===== src/logic/mem_adec_pkg.sv =====
/*
  Shared types for the onboard memory address decoder.
  Holds the page, bank and size widths, the request and memory-cycle
  structs and the enums for cycle ownership and decoder state.
  Modules import it with a wildcard inside the body.
*/
package mem_adec_pkg;

  typedef logic [3:0] page_t;   // Address bits 23..20, one 1 MB page
  typedef logic [2:0] bank_t;   // Onboard bank select
  typedef logic [1:0] msize_t;  // Size strap, 0 = off, n = 2n MB

  // All bank lines high on refresh
  localparam bank_t refresh_bank = 3'b111;

  // Request from the CPU or the external bus
  typedef struct packed {
    page_t page;
    logic  write;
    logic  io;     // I/O space, never onboard
  } mem_req_t;

  // Owner of a memory cycle
  typedef enum logic [1:0] {
    src_cpu     = 2'd0,
    src_bus     = 2'd1,
    src_refresh = 2'd2
  } cyc_src_e;

  // One cycle towards the memory array
  typedef struct packed {
    bank_t    bank;
    logic     write;
    cyc_src_e src;
  } mem_cyc_t;

  // Decoder entry
  typedef enum logic {
    dec_empty = 1'b0,
    dec_full  = 1'b1
  } dec_state_e;

endpackage


===== src/logic/mem_adec_top.sv =====
/*
  Top level of the onboard memory address decoder.
  CPU and external bus requests are decoded against the size strap;
  hits are arbitrated with refresh into memory cycles, CPU misses go
  off-board on ext_req and bus misses are dropped.
*/
module mem_adec_top (
  input  logic                   clk,
  input  logic                   rst_n,
  input  mem_adec_pkg::msize_t   msize,
  input  mem_adec_pkg::mem_req_t cpu_req,
  input  logic                   cpu_req_valid,
  output logic                   cpu_req_ready,
  input  mem_adec_pkg::mem_req_t bus_req,
  input  logic                   bus_req_valid,
  output logic                   bus_req_ready,
  output mem_adec_pkg::mem_req_t ext_req,
  output logic                   ext_req_valid,
  input  logic                   ext_req_ready,
  output mem_adec_pkg::mem_cyc_t mem_cyc,
  output logic                   mem_cyc_valid,
  input  logic                   mem_cyc_ready,
  input  logic                   refresh_pulse
);
  import mem_adec_pkg::*;

  logic  cpu_hit_valid;
  bank_t cpu_hit_bank;
  logic  cpu_hit_write;
  logic  cpu_grant;        // Ready for the CPU hit side
  logic  bus_hit_valid;
  bank_t bus_hit_bank;
  logic  bus_hit_write;
  logic  bus_grant;
  logic  bus_miss_ready;

  // Bus misses belong to another board
  assign bus_miss_ready = 1'b1;

  page_decoder cpu_dec (
    .clk        (clk),
    .rst_n      (rst_n),
    .msize      (msize),
    .in_req     (cpu_req),
    .in_valid   (cpu_req_valid),
    .in_ready   (cpu_req_ready),
    .hit_valid  (cpu_hit_valid),
    .hit_bank   (cpu_hit_bank),
    .hit_write  (cpu_hit_write),
    .hit_ready  (cpu_grant),
    .miss_req   (ext_req),        // Off-board port
    .miss_valid (ext_req_valid),
    .miss_ready (ext_req_ready)
  );

  page_decoder bus_dec (
    .clk        (clk),
    .rst_n      (rst_n),
    .msize      (msize),
    .in_req     (bus_req),
    .in_valid   (bus_req_valid),
    .in_ready   (bus_req_ready),
    .hit_valid  (bus_hit_valid),
    .hit_bank   (bus_hit_bank),
    .hit_write  (bus_hit_write),
    .hit_ready  (bus_grant),
    .miss_req   (),               // Dropped
    .miss_valid (),
    .miss_ready (bus_miss_ready)
  );

  mem_cycle_arb arb (
    .clk           (clk),
    .rst_n         (rst_n),
    .refresh_pulse (refresh_pulse),
    .cpu_hit_valid (cpu_hit_valid),
    .cpu_hit_bank  (cpu_hit_bank),
    .cpu_hit_write (cpu_hit_write),
    .cpu_grant     (cpu_grant),
    .bus_hit_valid (bus_hit_valid),
    .bus_hit_bank  (bus_hit_bank),
    .bus_hit_write (bus_hit_write),
    .bus_grant     (bus_grant),
    .mem_cyc       (mem_cyc),
    .mem_cyc_valid (mem_cyc_valid),
    .mem_cyc_ready (mem_cyc_ready)
  );

endmodule


===== src/logic/mem_cycle_arb.sv =====
/*
  Memory cycle arbiter.
  Grants one source per cycle in the order refresh, bus, CPU and loads the
  winning cycle into a registered valid/ready output towards the array.
  Refresh pulses are latched until their cycle is loaded.
*/
module mem_cycle_arb (
  input  logic                  clk,
  input  logic                  rst_n,
  input  logic                  refresh_pulse,
  input  logic                  cpu_hit_valid,
  input  mem_adec_pkg::bank_t   cpu_hit_bank,
  input  logic                  cpu_hit_write,
  output logic                  cpu_grant,
  input  logic                  bus_hit_valid,
  input  mem_adec_pkg::bank_t   bus_hit_bank,
  input  logic                  bus_hit_write,
  output logic                  bus_grant,
  output mem_adec_pkg::mem_cyc_t mem_cyc,
  output logic                  mem_cyc_valid,
  input  logic                  mem_cyc_ready
);
  import mem_adec_pkg::*;

  logic     refresh_pend_q;  // Refresh waiting for a slot
  logic     cyc_valid_q;
  mem_cyc_t cyc_q;           // Output register
  mem_cyc_t cyc_d;
  logic     can_load;        // Output empty or draining
  logic     refresh_load;
  logic     load;

  assign can_load = !cyc_valid_q || mem_cyc_ready;

  // Fixed priority
  assign refresh_load = can_load && refresh_pend_q;
  assign bus_grant    = can_load && !refresh_pend_q && bus_hit_valid;
  assign cpu_grant    = can_load && !refresh_pend_q && !bus_hit_valid && cpu_hit_valid;
  assign load         = refresh_load || bus_grant || cpu_grant;

  // Build the cycle of the winner
  always_comb begin
    if (refresh_pend_q) begin
      cyc_d.bank  = refresh_bank;  // All lines high
      cyc_d.write = 1'b0;          // Refresh never writes
      cyc_d.src   = src_refresh;
    end else if (bus_hit_valid) begin
      cyc_d.bank  = bus_hit_bank;
      cyc_d.write = bus_hit_write;
      cyc_d.src   = src_bus;
    end else begin
      cyc_d.bank  = cpu_hit_bank;
      cyc_d.write = cpu_hit_write;
      cyc_d.src   = src_cpu;
    end
  end

  always_ff @(posedge clk or negedge rst_n) begin
    if (!rst_n) begin
      refresh_pend_q <= 1'b0;
      cyc_valid_q    <= 1'b0;
    end else begin
      // New pulse sets the flag again and merges with one already pending
      refresh_pend_q <= refresh_pulse || (refresh_pend_q && !refresh_load);
      if (load) begin
        cyc_valid_q <= 1'b1;
      end else if (mem_cyc_ready) begin
        cyc_valid_q <= 1'b0;       // Taken with nothing behind it
      end
    end
  end

  always_ff @(posedge clk) begin
    if (load) begin
      cyc_q <= cyc_d;
    end
  end

  assign mem_cyc       = cyc_q;
  assign mem_cyc_valid = cyc_valid_q;

  a_one_grant: assert property (
    @(posedge clk) disable iff (!rst_n)
    $onehot0({cpu_grant, bus_grant})
  );

  // Stalled cycle stays on the output, no grant replaces it
  a_no_grant_stalled: assert property (
    @(posedge clk) disable iff (!rst_n)
    (cyc_valid_q && !mem_cyc_ready) |=> (cyc_valid_q && $stable(cyc_q))
  );

endmodule


===== src/logic/page_decoder.sv =====
/*
  One-entry request register with onboard page decode.
  A stored request goes out on the hit side (bank and write towards the
  arbiter) or on the miss side (request unchanged), never both.
  Used once for the CPU and once for the external bus.
*/
module page_decoder (
  input  logic                  clk,
  input  logic                  rst_n,
  input  mem_adec_pkg::msize_t  msize,
  input  mem_adec_pkg::mem_req_t in_req,
  input  logic                  in_valid,
  output logic                  in_ready,
  output logic                  hit_valid,
  output mem_adec_pkg::bank_t   hit_bank,
  output logic                  hit_write,
  input  logic                  hit_ready,
  output mem_adec_pkg::mem_req_t miss_req,
  output logic                  miss_valid,
  input  logic                  miss_ready
);
  import mem_adec_pkg::*;

  dec_state_e state_q;
  mem_req_t   req_q;     // Held request
  logic       onboard;   // Stored page lives in onboard memory
  logic       leave;     // Entry handed over this cycle
  logic       accept;    // New request taken this cycle

  // Onboard when memory is on, not I/O, and page below twice the strap
  assign onboard = !req_q.io && (msize != '0) &&
                   (req_q.page < {1'b0, msize, 1'b0});

  assign hit_valid  = (state_q == dec_full) && onboard;
  assign miss_valid = (state_q == dec_full) && !onboard;
  assign hit_bank   = req_q.page[2:0];  // Low page bits pick the bank
  assign hit_write  = req_q.write;
  assign miss_req   = req_q;            // Forwarded as received

  assign leave  = (hit_valid && hit_ready) || (miss_valid && miss_ready);
  assign in_ready = (state_q == dec_empty) || leave;  // Full rate when draining
  assign accept = in_valid && in_ready;

  always_ff @(posedge clk or negedge rst_n) begin
    if (!rst_n) begin
      state_q <= dec_empty;
    end else if (accept) begin
      state_q <= dec_full;
    end else if (leave) begin
      state_q <= dec_empty;
    end
  end

  // Request loaded on accept
  always_ff @(posedge clk) begin
    if (accept) begin
      req_q <= in_req;
    end
  end

  // One side only
  a_hit_miss_excl: assert property (
    @(posedge clk) disable iff (!rst_n)
    !(hit_valid && miss_valid)
  );

  // Stalled hit keeps its side, bank and write until taken
  a_hit_stall_hold: assert property (
    @(posedge clk) disable iff (!rst_n)
    (hit_valid && !hit_ready) |=> (hit_valid && $stable({hit_bank, hit_write}))
  );

  // Stalled miss keeps its side and request until taken
  a_miss_stall_hold: assert property (
    @(posedge clk) disable iff (!rst_n)
    (miss_valid && !miss_ready) |=> (miss_valid && $stable(miss_req))
  );

endmodule


===== config.mk =====
export PLATFORM = sky130hd
export DESIGN_NAME = mem_adec_top
export DESIGN_NICKNAME = d
export VERILOG_FILES = /design/src/logic/mem_adec_pkg.sv /design/src/logic/mem_adec_top.sv /design/src/logic/mem_cycle_arb.sv /design/src/logic/page_decoder.sv
export SDC_FILE = /design/constraint.sdc
export NUM_CORES = 1
export LEC_CHECK = 0
export BUFFER_PORTS_ARGS = -buffer_cell sky130_fd_sc_hd__buf_2
export CORE_UTILIZATION = 50
export DETAILED_ROUTE_END_ITERATION = 16
export PLACE_DENSITY = 0.93
export SYNTH_ARGS = -nofsm -noshare
export SYNTH_HDL_FRONTEND = slang
export SYNTH_SLANG_ARGS = --single-unit
export TNS_END_PERCENT = 1

===== constraint.sdc =====
create_clock -name clk -period 5.1 [get_ports clk]
set_clock_uncertainty 0.15 [all_clocks]
set_input_delay 1.02 -clock clk [delete_from_list [all_inputs] [get_ports clk]]
set_output_delay 1.02 -clock clk [all_outputs]
set_load 0.05 [all_outputs]

==> results.toml <==
[status]
status = "complete, no violations"

[sta]
drv_slew = 0
hold_slack_ns = 0.350
fmax_ghz = 0.266
worstMarginPinSlew_ns = 0.673
setup_viol = 0
tns_ns = 0
worst_slack_ns = 1.34
min_period_ns = 3.76
finalHoldViolCount = 0
relSlewSlack_pct = 54.9
rsz0062_at_grt = "no"
timing.final.crit_share_pct = 73.7

[critical_path]
path_max_fanout = 4
cp.required_ns = 3.93
arrival_ns = 2.59
crit_slowest_cell = "a2111oi_4"
path_common_cell = "buf_2"
end_kind = "output pin"
startpoint_type = "input pin"
critPathKind = "in2out"
crit_chain = "buf_2 > inv_1 > ha_1 > a2111oi_4 > o21a_4 > or2b_1 > nand3_1 > buf_2"
max_stage_delay_ns = 0.39

[drt]
drtIter0Drc = 11
detail_route.wl_per_cell_um = 13.4
drc_errors = 0
num_vias = 627
drtAntennaViolNets = 0
drt-vias-per-instance = 5.06
drt-total-wl_um = 1670
drtPass1Iterations = 4

[power_and_ir_drop]
internal_power_mw = 0.259
power_frac_comb_pct = 20.4
power_frac_seq_pct = 58.5
leakagePower_nw = 0.506
finalPower_mw = 0.369
swShare_pct = 29.8
p_switching_mw = 0.110
power_density_nw_per_um2 = 313
peakVddDrop_mv = 0.223
clockPowerShare_pct = 21.1

[global_route]
global_route.peak_usage_layer = "met2"
antenna_found_initial = 0
grt_max_degree = 13
gr-total-overflow = 0
grt_use_met1_pct = 18.6
first_global_vias = 618
grt_use_met3_pct = 3.97
grt_pass1_wl_um = 2500
track_usage_pct = 17.6
use_met2_pct = 33.4

[synthesis]
seq_area_frac_synth_pct = 67.4
ys_types = 20
ys_ff_latch = 22
ys_warn_count = 0
synth_fp_nets = 83
synth_cells = 60
syn-cell-area_um2 = 951
avgSynthCellArea_um2 = 15.8

[job]
drv_cap = 0

[finish]
drive_gt1_share_pct = 44.4
antenna_cells = 0
postLayoutCellArea_um2 = 1180
final_cells = 124
fillCellCount = 140
syn2layout_area_growth_pct = 24.2
regArea_um2 = 641
finish.net_count = 123
fin_util_pct = 67.7
multi_input_area_um2 = 288

[floorplan]
std_cell_rows = 15
die_w_um = 45.6
die_h_um = 45.6
io_pins = 37
die_area_um2 = 2080
coreArea_um2 = 1750
floorplan.initialDensity_pct = 54.5

[placement]
numPortBuffers = 36
gp_congestion = 0.806
hpwlAfterDp_um = 1360
placed_cell_area_um2 = 1150
place_ws_ns = 1.34
dpl.cell_count = 120

[clock_network]
cts_resized = 0
htreeDepth = 1
post_cts_buffers = 0
cts_tree = "done"
cts_sinks = 22
cts_buffer_depth = 2
clkTransAtPathRegs_ns = 0.11
numCtsBuffers = 3
clock_latency_ns = 0.30
ctsHoldBuffers = 0
root_buffer = "clkbuf_4"

[worst_hold_path]
hold_class = "in2async"
final timing paths:
path                            depth (start not counted)                     startpoint  slack (ns)                            end
worst max-delay path                                    8                       msize[1]        1.34                  cpu_req_ready
worst min-delay path                                    1                          rst_n        0.35    bus_dec.state_q$_DFFE_PN0P_
worst max register to register                          5  cpu_dec.hit_bank[2]$_DFFE_PP_        2.52  cpu_dec.hit_bank[2]$_DFFE_PP_
worst min register to register                          2  bus_dec.hit_bank[0]$_DFFE_PP_        0.41   arb.mem_cyc[3]$_SDFFCE_PP1P_
max in group asynchronous                               1                          rst_n        4.33    cpu_dec.state_q$_DFFE_PN0P_
min in group clk                                        2  bus_dec.hit_bank[0]$_DFFE_PP_        0.41   arb.mem_cyc[3]$_SDFFCE_PP1P_
synthesized netlist by cell type:
cell type	n	area share (%)
a2111oi_4	1	2.9
a21o_1	1	0.79
a31o_1	1	0.92
a31oi_1	2	1.3
buf_4	1	0.79
dfrtp_1	4	11
edfxtp_1	18	57
ha_1	2	2.6
inv_1	4	1.6
mux2i_1	4	4.2
nand2_1	5	2.0
nand3_1	2	1.1
nand3_4	1	1.8
nor2_1	4	1.6
nor2b_1	5	3.3
nor4b_4	1	2.5
o211ai_4	1	2.2
o21a_4	1	1.6
or2_1	1	0.66
or2b_1	1	0.79
cell usage in the layout (no fill, tap or decap):
cell	n
nand2_1	5
mux2i_1	4
nor2_1	4
clkbuf_4	3
nand3_1	2
ha_1	2
clkinv_1	1
nor2b_1	5
a31o_1	1
a21o_1	1
buf_2	36
dfrtp_1	4
o21a_4	1
a31oi_1	2
nor4b_4	1
inv_1	4
edfxtp_1	18
o211ai_4	1
a2111oi_4	1
or2b_1	1
or2_1	1
nand3_4	1
critical path, delay by kind of cell:
family	cells	cell delay [ns]
AND/OR/NAND/NOR	2	0.24
AO/OA/AOI/OAI	2	0.61
buffers and inverters	3	0.36
adder cells (fa/ha/maj)	1	0.35
cell type report:
class,instances,share of cell area (%)
inverter,4,1.27
sequential,22,54.2
clock buffer,3,1.91
tap,25,2.65
clock inverter,1,0.318
timing repair buffer,36,15.3
multi-input combinational,33,24.4
flip-flops by register name, indices dropped and copies added (netlist names):
signal              cells
arb.mem_cyc             6
arb.mem_cyc_valid       1
arb.refresh_pend_q      1
bus_dec.hit_bank        3
bus_dec.hit_write       1
bus_dec.miss_req        2
bus_dec.state_q         1
cpu_dec.hit_bank        3
cpu_dec.hit_write       1
cpu_dec.miss_req        2
cpu_dec.state_q         1
routing by layer:
metal / routed length, um / part of all wire [%]
met4: 27 / 1.6
met1: 644 / 39
met5: 0 / 0
met2: 887 / 53
met3: 105 / 6.3
power by group through the flow:
stage,registers (mW),clock network [mW],logic [mW]
final,0.216,0.0780,0.0752
after global routing,0.218,0.0826,0.0798
after CTS,0.216,0.0778,0.0756
after detailed placement,0.220,0,0.0754
after global placement,0.219,0,0.0730
after floorplan,0.243,0,0.0307
kinds of logic after synthesis:
group	count (synthesis)	share of synthesized area (%)
simple gates	20	13.7
compound gates	7	9.74
fa+ha+maj	2	2.63
mux	4	4.21
buf+inv	5	2.37
flops	22	67.4
No activity file was read; power rests on OpenSTA's default activity.
